### src/common/vgaPkg.sv
// Shared definitions for the VGA display subsystem
//   Field widths for coordinates and colour channels
//   640x480 timing constants, horizontal and vertical
//   coord_t and rgb_t types
//   Register address map and CTRL bit positions

package vgaPkg;

    //----------------------------------------------------------------------
    // Field widths
    //----------------------------------------------------------------------
    localparam int COORD_WIDTH = 10;               // Pixel and line counters
    localparam int CHAN_WIDTH  = 4;                // One colour channel
    localparam int RGB_WIDTH   = 3 * CHAN_WIDTH;   // Packed red, green, blue
    localparam int REG_WIDTH   = 16;               // Register write data

    typedef logic [COORD_WIDTH-1:0] coord_t;

    typedef struct packed {
        logic [CHAN_WIDTH-1:0] red;     // Upper nibble in a colour write
        logic [CHAN_WIDTH-1:0] green;
        logic [CHAN_WIDTH-1:0] blue;    // Lower nibble
    } rgb_t;

    //----------------------------------------------------------------------
    // 640x480 timing, counts start at 0 and end values are exclusive
    //----------------------------------------------------------------------
    localparam coord_t H_ACTIVE     = 10'd640;   // Visible pixels per line
    localparam coord_t H_SYNC_START = 10'd656;   // After 16 pixel front porch
    localparam coord_t H_SYNC_END   = 10'd752;   // 96 pixel sync pulse
    localparam coord_t H_TOTAL      = 10'd800;   // Pixels per line incl. blanking

    localparam coord_t V_ACTIVE     = 10'd480;   // Visible lines
    localparam coord_t V_SYNC_START = 10'd490;   // After 10 line front porch
    localparam coord_t V_SYNC_END   = 10'd492;   // Two line sync pulse
    localparam coord_t V_TOTAL      = 10'd525;   // Lines per frame

    // Register map, address 7 is unmapped
    typedef enum logic [2:0] {
        CTRL      = 3'd0,
        BG_COLOR  = 3'd1,
        BOX_X     = 3'd2,
        BOX_Y     = 3'd3,
        BOX_W     = 3'd4,
        BOX_H     = 3'd5,
        BOX_COLOR = 3'd6
    } regAddr_t;

    // CTRL register bits
    localparam int CTRL_SOFT_RESET = 0;   // Write 1 to restart the counters
    localparam int CTRL_DISPLAY_EN = 1;   // 0 forces black output

endpackage

### src/common/vgaCfgIf.sv
// Configuration bundle from the register block to the pixel generator
//   Background colour, box geometry and colour, display enable
//   regs modport drives, gen modport reads

interface vgaCfgIf;
    import vgaPkg::*;

    rgb_t   bgColor;        // Colour outside the box
    coord_t boxX;           // Box left edge
    coord_t boxY;           // Box top edge
    coord_t boxW;           // Width in pixels, 0 gives no box
    coord_t boxH;           // Height in lines
    rgb_t   boxColor;
    logic   displayEnable;  // Low blacks out the picture

    // Register side owns the values
    modport regs (
        output bgColor, boxX, boxY, boxW, boxH, boxColor, displayEnable
    );

    // Pixel side only looks at them
    modport gen (
        input bgColor, boxX, boxY, boxW, boxH, boxColor, displayEnable
    );

endinterface

### src/vga/vgaTiming.sv
// 640x480 VGA timing generator
//   Pixel clock at half the system clock, used as a count enable
//   800 x 525 horizontal and vertical counters
//   Registered active-low syncs aligned with the coordinates
//   Active-area level from the current counters

module vgaTiming (
    input  logic          Clk,
    input  logic          Reset,        // Asynchronous, active high
    input  logic          softReset,    // One cycle pulse from the register block
    output logic          pixelClk,     // Clk / 2
    output logic          hSync,        // Active low
    output logic          vSync,        // Active low
    output logic          display,      // High inside the 640x480 area
    output vgaPkg::coord_t drawX,       // Current pixel in the line
    output vgaPkg::coord_t drawY        // Current line in the frame
);
    import vgaPkg::*;

    logic   pixelAdvance;   // Counters step on this Clk edge
    logic   lastPixel;      // drawX at 799
    logic   lastLine;       // drawY at 524
    coord_t nextX;
    coord_t nextY;
    logic   hSyncNext;
    logic   vSyncNext;

    //----------------------------------------------------------------------
    // Pixel clock divider
    //----------------------------------------------------------------------
    always_ff @(posedge Clk or posedge Reset)
    begin
        if (Reset)
            pixelClk <= 1'b0;
        else if (softReset)
            pixelClk <= 1'b0;       // Restart the phase with the counters
        else
            pixelClk <= ~pixelClk;
    end

    // Step on the edge where pixelClk rises, so each count holds two Clk cycles
    assign pixelAdvance = ~pixelClk;

    //----------------------------------------------------------------------
    // Next count
    //----------------------------------------------------------------------
    assign lastPixel = (drawX == H_TOTAL - 1'b1);
    assign lastLine  = (drawY == V_TOTAL - 1'b1);

    always_comb
    begin
        nextX = drawX + 1'b1;
        nextY = drawY;
        if (lastPixel)
        begin
            nextX = '0;
            if (lastLine)
                nextY = '0;             // Frame wrap
            else
                nextY = drawY + 1'b1;   // Line wrap moves down one line
        end
    end

    // Sync decode on the next count so the register lines up with drawX/drawY
    assign hSyncNext = ~((nextX >= H_SYNC_START) && (nextX < H_SYNC_END));
    assign vSyncNext = ~((nextY >= V_SYNC_START) && (nextY < V_SYNC_END));

    //----------------------------------------------------------------------
    // Counters and syncs
    //----------------------------------------------------------------------
    always_ff @(posedge Clk or posedge Reset)
    begin
        if (Reset)
        begin
            drawX <= '0;
            drawY <= '0;
            hSync <= 1'b1;      // Inactive
            vSync <= 1'b1;
        end
        else if (softReset)
        begin
            // Same state as after Reset
            drawX <= '0;
            drawY <= '0;
            hSync <= 1'b1;
            vSync <= 1'b1;
        end
        else if (pixelAdvance)
        begin
            drawX <= nextX;
            drawY <= nextY;
            hSync <= hSyncNext;   // Low for drawX 656..751
            vSync <= vSyncNext;   // Low for lines 490 and 491
        end
    end

    // Visible area, combinational from the counters
    assign display = (drawX < H_ACTIVE) && (drawY < V_ACTIVE);

endmodule

### src/vga/vgaRegs.sv
// Write-only configuration registers
//   Address decode for the seven registers of the map
//   Field truncation to coordinate and colour widths
//   Self-clearing software reset pulse from CTRL bit 0

module vgaRegs (
    input  logic                         Clk,
    input  logic                         Reset,
    input  vgaPkg::regAddr_t             regAddr,
    input  logic [vgaPkg::REG_WIDTH-1:0] regWrData,
    input  logic                         regWrEn,     // Write strobe, one Clk per write
    output logic                         softReset,   // Registered one cycle pulse
    vgaCfgIf.regs                        cfg
);
    import vgaPkg::*;

    logic   ctrlWrite;      // CTRL addressed this cycle
    coord_t wrCoord;        // Write data cut to coordinate width
    rgb_t   wrColor;        // Write data cut to colour width

    assign ctrlWrite = regWrEn && (regAddr == CTRL);
    assign wrCoord   = regWrData[COORD_WIDTH-1:0];
    assign wrColor   = rgb_t'(regWrData[RGB_WIDTH-1:0]);   // [11:8] red ... [3:0] blue

    //----------------------------------------------------------------------
    // Software reset
    //----------------------------------------------------------------------
    // Only ever a pulse, bit 0 is not kept as a level
    always_ff @(posedge Clk or posedge Reset)
    begin
        if (Reset)
            softReset <= 1'b0;
        else
            softReset <= ctrlWrite && regWrData[CTRL_SOFT_RESET];
    end

    //----------------------------------------------------------------------
    // Configuration registers
    //----------------------------------------------------------------------
    always_ff @(posedge Clk or posedge Reset)
    begin
        if (Reset)
        begin
            cfg.displayEnable <= 1'b1;   // Output on by default
            cfg.bgColor       <= '0;     // Black
            cfg.boxX          <= '0;
            cfg.boxY          <= '0;
            cfg.boxW          <= '0;     // Empty box
            cfg.boxH          <= '0;
            cfg.boxColor      <= '0;
        end
        else if (regWrEn)
        begin
            case (regAddr)
                CTRL:      cfg.displayEnable <= regWrData[CTRL_DISPLAY_EN];
                BG_COLOR:  cfg.bgColor       <= wrColor;
                BOX_X:     cfg.boxX          <= wrCoord;
                BOX_Y:     cfg.boxY          <= wrCoord;
                BOX_W:     cfg.boxW          <= wrCoord;
                BOX_H:     cfg.boxH          <= wrCoord;
                BOX_COLOR: cfg.boxColor      <= wrColor;
                default:
                begin
                    // Unmapped address, write is dropped
                end
            endcase
        end
    end

endmodule

### src/pixelGenerator.sv
// Pixel colour selection
//   Box hit test against the current coordinates
//   Background, box or black, purely combinational

module pixelGenerator (
    input  vgaPkg::coord_t                drawX,
    input  vgaPkg::coord_t                drawY,
    input  logic                          display,   // High in the visible area
    vgaCfgIf.gen                          cfg,
    output logic [vgaPkg::CHAN_WIDTH-1:0] red,
    output logic [vgaPkg::CHAN_WIDTH-1:0] green,
    output logic [vgaPkg::CHAN_WIDTH-1:0] blue
);
    import vgaPkg::*;

    // One extra bit so a box past the right or bottom edge does not wrap
    logic [COORD_WIDTH:0] boxRight;    // First column after the box
    logic [COORD_WIDTH:0] boxBottom;   // First line after the box
    logic                 insideX;
    logic                 insideY;
    logic                 showPixel;
    rgb_t                 pixel;

    assign boxRight  = {1'b0, cfg.boxX} + {1'b0, cfg.boxW};
    assign boxBottom = {1'b0, cfg.boxY} + {1'b0, cfg.boxH};

    // Left and top edges inclusive, right and bottom exclusive
    assign insideX = (drawX >= cfg.boxX) && ({1'b0, drawX} < boxRight);
    assign insideY = (drawY >= cfg.boxY) && ({1'b0, drawY} < boxBottom);

    assign showPixel = display && cfg.displayEnable;

    //----------------------------------------------------------------------
    // Colour mux
    //----------------------------------------------------------------------
    always_comb
    begin
        if (!showPixel)
            pixel = '0;                 // Blanking or display off
        else if (insideX && insideY)
            pixel = cfg.boxColor;
        else
            pixel = cfg.bgColor;
    end

    assign red   = pixel.red;
    assign green = pixel.green;
    assign blue  = pixel.blue;

endmodule

### src/vgaSubsystem.sv
// VGA display subsystem top level
//   Register block, timing generator and pixel generator
//   Configuration bundle between registers and pixel generator
//   Plain ports toward the board and the host

module vgaSubsystem (
    input  logic        Clk,
    input  logic        Reset,       // Asynchronous, active high
    input  logic [2:0]  regAddr,     // Register address, 7 is ignored
    input  logic [15:0] regWrData,
    input  logic        regWrEn,     // Write strobe
    output logic        hSync,       // Active low
    output logic        vSync,       // Active low
    output logic        pixelClk,    // Clk / 2
    output logic        blank,       // High in the visible area
    output logic [3:0]  red,
    output logic [3:0]  green,
    output logic [3:0]  blue,
    output logic [9:0]  drawX,
    output logic [9:0]  drawY
);
    import vgaPkg::*;

    logic softReset;   // Pulse from CTRL bit 0 to the timing block
    logic display;     // Visible area from the timing block

    vgaCfgIf cfgBus ();

    //----------------------------------------------------------------------
    // Blocks
    //----------------------------------------------------------------------
    vgaRegs i_regs (
        .Clk       (Clk),
        .Reset     (Reset),
        .regAddr   (regAddr_t'(regAddr)),
        .regWrData (regWrData),
        .regWrEn   (regWrEn),
        .softReset (softReset),
        .cfg       (cfgBus.regs)
    );

    vgaTiming i_timing (
        .Clk       (Clk),
        .Reset     (Reset),
        .softReset (softReset),
        .pixelClk  (pixelClk),
        .hSync     (hSync),
        .vSync     (vSync),
        .display   (display),
        .drawX     (drawX),
        .drawY     (drawY)
    );

    pixelGenerator i_pixel (
        .drawX   (drawX),
        .drawY   (drawY),
        .display (display),
        .cfg     (cfgBus.gen),
        .red     (red),
        .green   (green),
        .blue    (blue)
    );

    assign blank = display;

endmodule

### config.mk
export PLATFORM = sky130hd
export DESIGN_NAME = vgaSubsystem
export DESIGN_NICKNAME = d
export VERILOG_FILES = /design/src/common/vgaPkg.sv /design/src/common/vgaCfgIf.sv /design/src/vga/vgaTiming.sv /design/src/vga/vgaRegs.sv /design/src/pixelGenerator.sv /design/src/vgaSubsystem.sv
export SDC_FILE = /design/constraint.sdc
export NUM_CORES = 1
export LEC_CHECK = 0
export ABC_AREA = 1
export BUFFER_PORTS_ARGS = -buffer_cell sky130_fd_sc_hd__buf_2
export CORE_ASPECT_RATIO = 0.9
export CORE_MARGIN = 2
export CORE_UTILIZATION = 50
export DETAILED_ROUTE_END_ITERATION = 8
export HOLD_SLACK_MARGIN = 0.06
export PLACE_DENSITY = 0.73
export SLEW_MARGIN = 20
export SYNTH_ARGS = -nofsm -noshare
export SYNTH_HDL_FRONTEND = slang
export SYNTH_HIERARCHICAL = 1
export SYNTH_SLANG_ARGS = --single-unit
### constraint.sdc
create_clock -name Clk -period 6.3 [get_ports Clk]
set_clock_uncertainty 0.1 [all_clocks]
set_input_delay 0 -clock Clk [delete_from_list [all_inputs] [get_ports Clk]]
set_output_delay 0 -clock Clk [all_outputs]
set_load 0.01 [all_outputs]
# [Word-level counts from Yosys, hierarchy flattened]
# Cells that the tools add are included.
[totals] register_bits=89 in_bits=22 out_inout_bits=36 elab_cells=74
[classes] addsub=4 magnitude_cmp=10 n_eq_ne=9 muxes=14 bitwise_logic=3 reduce_logical=17
[op_table] operator="$mux W10" n=7
[op_table] operator="$mux W12" n=2
[op_table] operator="$add A10 B10 Y11" n=2
[op_table] operator="$lt A10 B11 Y1" n=2
[op_table] operator="$add A10 B1 Y10 const B" n=2
[op_table] operator="$eq A10 B10 Y1 const B" n=2
[op_table] operator="$ge A10 B10 Y1" n=2
[op_table] operator="$lt A10 B10 Y1 const B" n=2
[op_table] operator="$lt A10 B9 Y1 const B" n=2
[op_table] operator="$reduce_and A2 Y1" n=7
[op_table] operator="$ge A10 B10 Y1 const B" n=1
[op_table] operator="$ge A10 B9 Y1 const B" n=1
[op_table] operator="$eq A3 B3 Y1 const B" n=3
[op_table] operator="$logic_and A1 B1 Y1" n=9
[op_table] operator="$eq A3 B2 Y1 const B" n=2
[op_table] operator="$mux W1" n=5
[op_table] operator="$eq A3 B1 Y1 const B" n=1
[op_table] operator="$logic_not A3 Y1" n=1
[op_table] operator="$not A1 Y1" n=3
[op_table] operator="$ne A2 B2 Y1 const B" n=1

# [Logic depth before layout (Yosys ltp)]
# Gate-level depths: netlist of the first run.
[logic_depth] ltp_word=8 ltp_mapped=22 depth_no_buf=21

# [Hierarchy]
# Netlist of the first run, hierarchy kept.
[by_module_without_submodules] mod="vgaRegs" n_inst=1 cells_per_inst=298 area_each_um2=2672.6 seq_area_each_um2=1652.8
[by_module_without_submodules] mod="pixelGenerator" n_inst=1 cells_per_inst=376 area_each_um2=2230.9 seq_area_each_um2=0.0
[by_module_without_submodules] mod="vgaTiming" n_inst=1 cells_per_inst=213 area_each_um2=1540.2 seq_area_each_um2=578.1

# [Worst setup path before layout of the first run]
# No wires, ideal clock.
[synth_path] path_kind="register -> output" startpoint="reg i_regs.cfg.boxX[0]" endpoint="out blue[1]" t_arrival_ns=2.753 required_time_ns=6.200 setup_slack_ns=3.447 stages_incl_launch_ff=22 path_buffers=1 cell_sequence="dfrtp_1 > ha_1 > fa_1 > inv_1 > nor2_1 > nor2_1 > xor2_1 > ha_1 > nand2_1 > inv_1 > a21oi_1 > nand2_1 > nand2_1 > nand2_1 > nand2_1 > nand2_1 > nand2_2 > nand3_2 > buf_6 > nand2_1 > inv_1 > nor2_1"
[synth_between] elab_chain_len=6 elab_cells_between_ends=7 classes_between="add/sub: 1; order compare: 2; mux: 2; reduce/logical: 2"
[synth_lines] item="from (decl)" line="vgaCfgIf.sv:18" text="output bgColor, boxX, boxY, boxW, boxH, boxColor, displayEnable"
[synth_lines] item="from (signal assigned)" line="vgaRegs.sv:57" text="BOX_X: cfg.boxX <= wrCoord;"
[synth_lines] item="$add A10 B10 Y11" line="pixelGenerator.sv:24" text="assign boxRight = {1'b0, cfg.boxX} + {1'b0, cfg.boxW};"
[synth_lines] item="$lt A10 B11 Y1" line="pixelGenerator.sv:28" text="assign insideX = (drawX >= cfg.boxX) && ({1'b0, drawX} < boxRight);"
[synth_lines] item="$logic_and A1 B1 Y1 (*)" line="pixelGenerator.sv:28"
[synth_lines] item="$logic_and A1 B1 Y1 (*)" line="pixelGenerator.sv:40" text="else if (insideX && insideY)"
[synth_lines] item="$mux W12 (*)" line="pixelGenerator.sv:40"
[synth_lines] item="$mux W12 (*)" line="pixelGenerator.sv:38" text="if (!showPixel)"
[synth_lines] item="to (decl)" line="vgaSubsystem.sv:18" text="output logic [3:0] blue,"
# Every way passes the cells marked *; elsewhere a longest branch is shown, timed or not.

# [Final worst setup path of the first run]
[layout_path] startpoint="reg i_regs.cfg.boxX[0]" endpoint="out green[0]"
[layout_between] elab_chain_len=6 elab_cells_between_ends=7 classes_between="add/sub: 1; order compare: 2; mux: 2; reduce/logical: 2"
[layout_lines] item="$add A10 B10 Y11" line="pixelGenerator.sv:24"
[layout_lines] item="$lt A10 B11 Y1" line="pixelGenerator.sv:28"
[layout_lines] item="$logic_and A1 B1 Y1 (*)" line="pixelGenerator.sv:28"
[layout_lines] item="$logic_and A1 B1 Y1 (*)" line="pixelGenerator.sv:40"
[layout_lines] item="$mux W12 (*)" line="pixelGenerator.sv:40"
[layout_lines] item="$mux W12 (*)" line="pixelGenerator.sv:38"
[layout_lines] item="to (decl)" line="vgaSubsystem.sv:17" text="output logic [3:0] green,"
# Marks and branches as above.

==> results of run 1 <==
==> synth_stat cells <==
cell type,instances
dfrtp_1,86
inv_2,2
o2111ai_1,2
nand4_2,2
nand4_1,21
o31ai_1,1
buf_2,3
nand2_4,2
inv_1,119
o22ai_1,11
ha_1,61
o21a_1,3
a32o_1,1
fa_1,2
nand2_1,314
o21bai_1,1
o21ai_0,16
nor3_1,4
a21oi_2,3
o211ai_1,2
nor4_2,1
o21ai_2,3
a21oi_1,32
o21bai_2,1
xor2_1,16
or2_2,1
a31oi_1,2
buf_1,1
xnor2_1,4
nor2_4,6
clkbuf_1,3
nand3_2,3
dfstp_2,3
a41oi_1,1
buf_8,1
buf_6,6
nor4_1,3
a21o_1,3
nor2_2,2
nor3_4,1
nand3_1,61
nand2_2,8
nor2_1,65
buf_4,3
clkbuf_4,1
==> through the flow <==
| stage | instances | utilization (%) | hold WS, ns | area [µm²] |
|---|---|---|---|---|
| 2_1_floorplan | 887 | - | -0.09956 | 6444 |
| 3_3_place_gp | 1087 | 53.64 | 0.1166 | 6779 |
| 3_5_place_dp | 1087 | 53.64 | 0.1244 | 6779 |
| 4_1_cts | 1124 | 57.59 | 0.3060 | 7278 |
| 5_1_grt | 1124 | 57.59 | 0.3351 | 7278 |
| 6_report | 1124 | 57.59 | 0.3120 | 7278 |
==> worst max path at each step <==
stage	slack (ns)	end	cells past startpoint	startpoint
6_report	2.33	green[0]	21	i_regs/cfg.boxX[0]
5_1_grt	2.02	green[0]	21	i_regs/cfg.boxX[0]
4_1_cts	2.33	green[0]	21	i_regs/cfg.boxX[0]
3_5_place_dp	2.72	green[1]	21	i_regs/cfg.boxX[0]
3_3_place_gp	2.75	green[0]	21	i_regs/cfg.boxX[0]
2_1_floorplan	3.45	blue[1]	21	i_regs/cfg.boxX[0]
==> power groups by stage <==
stage	sequential, mW	combinational, mW	clock (mW)
final	0.768	0.749	0.530
after global routing	0.783	0.868	0.566
after CTS	0.767	0.751	0.541
after detailed placement	0.776	0.736	0
after global placement	0.774	0.717	0
after floorplan	0.754	0.571	0
==> registers in the layout, summed over array words and instances, names as in the netlist <==
signal	cells
i_regs/softReset	1
i_regs/cfg.boxW	10
i_regs/cfg.boxColor	12
i_regs/cfg.boxY	10
i_regs/cfg.displayEnable	1
i_regs/cfg.boxX	10
i_timing/drawY	10
i_timing/vSync	1
i_regs/cfg.bgColor	12
i_timing/pixelClk	1
i_timing/hSync	1
i_regs/cfg.boxH	10
i_timing/drawX	10
==> critical path: stages, from the launching register on <==
cell	delay, ns
dfrtp_1	0.40
ha_1	0.28
fa_1	0.46
inv_1	0.12
nor2_1	0.05
nor2_1	0.16
xor2_1	0.19
ha_1	0.27
nand2_1	0.08
inv_1	0.04
a21oi_1	0.13
nand2_1	0.07
nand2_1	0.05
nand2_1	0.04
nand2_1	0.05
nand2_1	0.06
nand2_2	0.25
nand3_2	0.32
nand2_1	0.13
inv_1	0.05
nor2_1	0.16
buf_2	0.16
==> kinds of logic after synthesis <==
logic type                 count (synthesis)  share of synthesized area (%)
DFF                                       89                          34.62
adders and majority gates                 63                          12.47
buffers and inverters                    139                          9.262
xor gates and xnor gates                  20                          2.718
AOI/OAI and AO/OA                         82                          7.709
and+or+nand+nor                          494                          33.22
==> cell type report <==
type	count	area [µm²]	area share (%)
clock buffer	11	232.7	3.198
clock inverter	5	56.30	0.7736
inverter	121	454.2	6.240
multi-input combinational	659	3616	49.68
sequential	89	2231	30.65
tap	164	205.2	2.819
timing repair buffer	75	483.0	6.636
==> per-layer routing <==
layer / vias up / GRT usage [%]
met2: 147 / 38.24
met4: 0 / 8.636
li1: 2978 / -
met1: 2771 / 34.83
met3: 24 / 3.791
met5: - / 0
==> flow_summary.ini, run 1 <==
[route]
drt-wirelength-per-cell_um = 14.15
wl_met1_mm = 7.617
wl_met3_um = 851
wl_mm = 15.90
top_layer = met4
dr_wl_met2_mm = 7.135
drtIter0Drc = 524
dr_total_vias = 5920
drtAntennaViolNets = 0
firstDrtPassIters = 5
drc = 0
via_per_inst = 5.267

[timing]
worst_slew_pin_slew_ns = 0.8992
fmax_mhz = 252.0
finalSetupViolations = 0
worst_slack_ns = 2.331
fin_crit_ns = 3.969
finalHoldViolCount = 0
rsz0062_at_grt = false
report.final.slew_viol_count = 0
max_slew_margin_pct = 39.84
setup_tns_ns = 0
fin_crit_sh_pct = 63.00

[power_and_ir_drop]
powerDensity_nw_per_um2 = 281.3
netSwitchingPower_mw = 0.7811
p_comb_share_pct = 36.6
vdd_ir_drop_max_mv = 0.3347
leakagePower_nw = 4.018
totalPowerFinal_mw = 2.047
p_clk_share_pct = 25.9
swShare_pct = 38.15
p_int_mw = 1.266
seq_power_share_pct = 37.5

[global_routing]
first_global_vias = 5655
grt_antenna_before_repair = 0
grt.total_usage_pct = 24.61
grt_start_max_net_pins = 67
overflow = 0
grt_pass1_wl_mm = 26.79

[finish]
nFillCells = 1212
n_antenna_cell = 0
drive_above_1_share_pct = 11.15
final_cell_mix = nand2_1, inv_1, dfrtp_1
layout.nets = 1040
final_common_cell = nand2_1
area_growth_pct = 12.95

[floorplanning]
initial_utilization_pct = 50.99
io_pins = 58
die-area_um2 = 13810
core_um2 = 12640
dieWidth_um = 123.7
fp.dieH_um = 111.7
rows = 39

[critical_path]
rrSetupSlack_ns = 3.95
crit_path_start_kind = flop
critPathKind = reg2out
reg2reg_from = i_timing/drawX[0]
worstPathRequired_ns = 6.20
critPathCaptureType = primary output
r2r-end = i_timing/hSync
arrival_ns = 3.87
reg2reg_depth = 10
cp_max_fo = 13

[synthesis]
synth_top_cell_by_area = dfrtp_1
syn_inst = 887
avgSynthCellArea_um2 = 7.265
synth_warnings = 6
synth_nets = 972
synth-seq-cells = 89
ys_seq_area_share_pct = 34.62
synth.cell_area_um2 = 6444
ys_types = 45
synth.area.top_cells = dfrtp_1, nand2_1, ha_1, inv_1, nand3_1
netlist.area_leader.share_pct = 33.40

[hold_path]
worstHoldPathType = in2async

[clock_network]
cts-hold-fix-buffers = 21
cts_num_sinks = 89
cts.path.max_buffers = 2
cts_tree = built
clkSlewWorstSetupHoldPaths_ns = 0.06
clock_latency_ns = 0.34
cts_buffers = 9
cts.repair.resized = 0
cts.htree.levels = 3
post-cts-setup-buffers = 0
cts.root.buffer_cell = clkbuf_16

[place]
gp_congestion = 0.9039
place_ws_ns = 2.721
hpwlAfterDp_mm = 11.31
port_buffers = 53

[job]
max_cap_viol_count = 0

[status]
status = complete, no violations
(Power assumes the default switching activity.)
==> inputs of run 2 (changes only) <==
Settings changed: PLACE_DENSITY 0.73 to 0.76.
Clock period 6.3 ns to 3.4 ns, I/O delays scaled along.
==> flow_summary.ini, run 2 (synthesis results as in run 1) <==
[critical_path]
crit_start = i_regs/cfg.boxY[3]
crit_path_start_kind = flop
cp_max_fo = 6
r2r-end = i_timing/hSync
setup.worst_path.end = green[0]
critPathKind = reg2out
reg2reg_depth = 10
critPathCaptureType = primary output
arrival_ns = 3.26
worstPathRequired_ns = 3.30
rrSetupSlack_ns = 1.06
reg2reg_from = i_timing/drawX[1]

[finish]
layout.nets = 1060
final_common_cell = nand2_1
multi_input_area_um2 = 3790
final_cell_mix = nand2_1, inv_1, dfrtp_1
fin_util_pct = 60.56
nFillCells = 1107
drive_above_1_share_pct = 15.71
n_antenna_cell = 0
top_regs = i_regs/cfg.bgColor x12, i_regs/cfg.boxColor x12
seq_area_um2 = 2231
final_cells = 1144
fin_area_um2 = 7654
area_growth_pct = 18.78

[place]
hpwlAfterDp_mm = 11.90
dp.cells = 1096
gp_congestion = 0.8876
port_buffers = 53
placed_cell_area_um2 = 6847

[clock_network]
cts_buffers = 9
clkSlewWorstSetupHoldPaths_ns = 0.06
cts.path.max_buffers = 2
cts.root.buffer_cell = clkbuf_16
clock_latency_ns = 0.35
cts_num_sinks = 89
cts_tree = built
cts.htree.levels = 3

[timing]
max_slew_margin_pct = 38.48
report.final.slew_viol_count = 0
rsz0062_at_grt = true
fin_crit_ns = 3.357
finalSetupViolations = 0
fmax_mhz = 297.9
fin_hold_ws_ns = 0.2512
fin_crit_sh_pct = 98.74
worst_slew_pin_slew_ns = 0.9217
finalHoldViolCount = 0

[floorplanning]
dieWidth_um = 123.7
rows = 39
fp.dieH_um = 111.7
io_pins = 58
core_um2 = 12640
initial_utilization_pct = 50.99
die-area_um2 = 13810

[power_and_ir_drop]
p_clk_share_pct = 25.0
p_int_mw = 2.432
powerDensity_nw_per_um2 = 519.9
vdd_ir_drop_max_mv = 0.3706
leakagePower_nw = 4.136
p_comb_share_pct = 39.1
swShare_pct = 38.89
netSwitchingPower_mw = 1.548
seq_power_share_pct = 35.9

[global_routing]
grt_pass1_wl_mm = 28.02
grt.total_usage_pct = 25.71
grt_start_max_net_pins = 38
overflow = 0
grt_antenna_before_repair = 0
first_global_vias = 5842

[route]
drtIter0Drc = 546
firstDrtPassIters = 5
drtAntennaViolNets = 0
drc = 0
drt-wirelength-per-cell_um = 15.12
dr_total_vias = 6233
via_per_inst = 5.448
wl_mm = 17.30

[job]
max_cap_viol_count = 0

[hold_path]
worstHoldPathType = in2async

[status]
status = complete, no violations
run 2: how the worst min path moves through the flow:
stage / slack, ns / to / depth (start not counted) / from
floorplan: -0.1 / i_timing/drawX[0] / 1 / Reset
global placement: 0.09 / i_regs/cfg.boxY[7] / 2 / Reset
detailed placement: 0.10 / i_regs/cfg.boxY[7] / 2 / Reset
CTS: 0.27 / i_regs/cfg.boxY[7] / 3 / Reset
global route: 0.32 / i_regs/cfg.boxY[7] / 3 / Reset
finish: 0.25 / i_regs/cfg.boxY[7] / 3 / Reset
run 2: worst max-delay path: stages, from the launching register on:
cell and delay [ns]:
dfrtp_1 0.43, ha_4 0.30, a21oi_2 0.22, o21ai_2 0.10
a21oi_2 0.15, xor2_1 0.20, ha_1 0.27, a21o_1 0.18
nor2_1 0.09, nand2_1 0.06, nand2_1 0.07, nand2_1 0.05
nand2_1 0.07, nand2_2 0.07, nand2_4 0.12, nand3_4 0.14
nand2_2 0.10, inv_1 0.04, nor2_1 0.11, buf_2 0.14
run 2: power by group through the flow:
stage	Sequential, mW	Combinational (mW)	Clock [mW]
CTS	1.42	1.44	1.01
global route	1.46	1.79	1.05
global placement	1.43	1.35	0
floorplan	1.40	1.06	0
finish	1.43	1.56	0.993
detailed placement	1.43	1.40	0
run 2: cell type report:
cell class	count	area share, %
timing repair buffer	94	8.942
sequential	89	29.15
inverter	121	5.934
multi-input combinational	660	49.52
clock inverter	5	0.7357
tap	164	2.681
clock buffer	11	3.041
run 2: stage by stage:
step	setup slack, ns	total power, mW	setup TNS, ns
floorplan	0.5472	2.454	0
global placement	0.1916	2.778	0
detailed placement	0.1222	2.827	0
CTS	0.005266	3.867	0
global route	-0.1415	4.296	-1.478
finish	0.04278	3.979	0
run 2: timing repair:
item / 4_1_cts / 5_1_grt
endpoints found under the hold margin: 122 / 0
resized for setup: 12 / 30
hold buffers: 23 / 0
setup endpoints to repair: 12 / 12
buffers inserted: 0 / 6
gates cloned: 1 / 2
pin swaps: 2 / 19
run 2: per-layer routing:
metal,track usage [%],up-vias,wire [µm]
li1,-,3026,-
met1,35.24,2912,7497
met2,41.10,254,8218
met3,5.072,41,1197
met4,7.727,0,384
met5,0,-,0
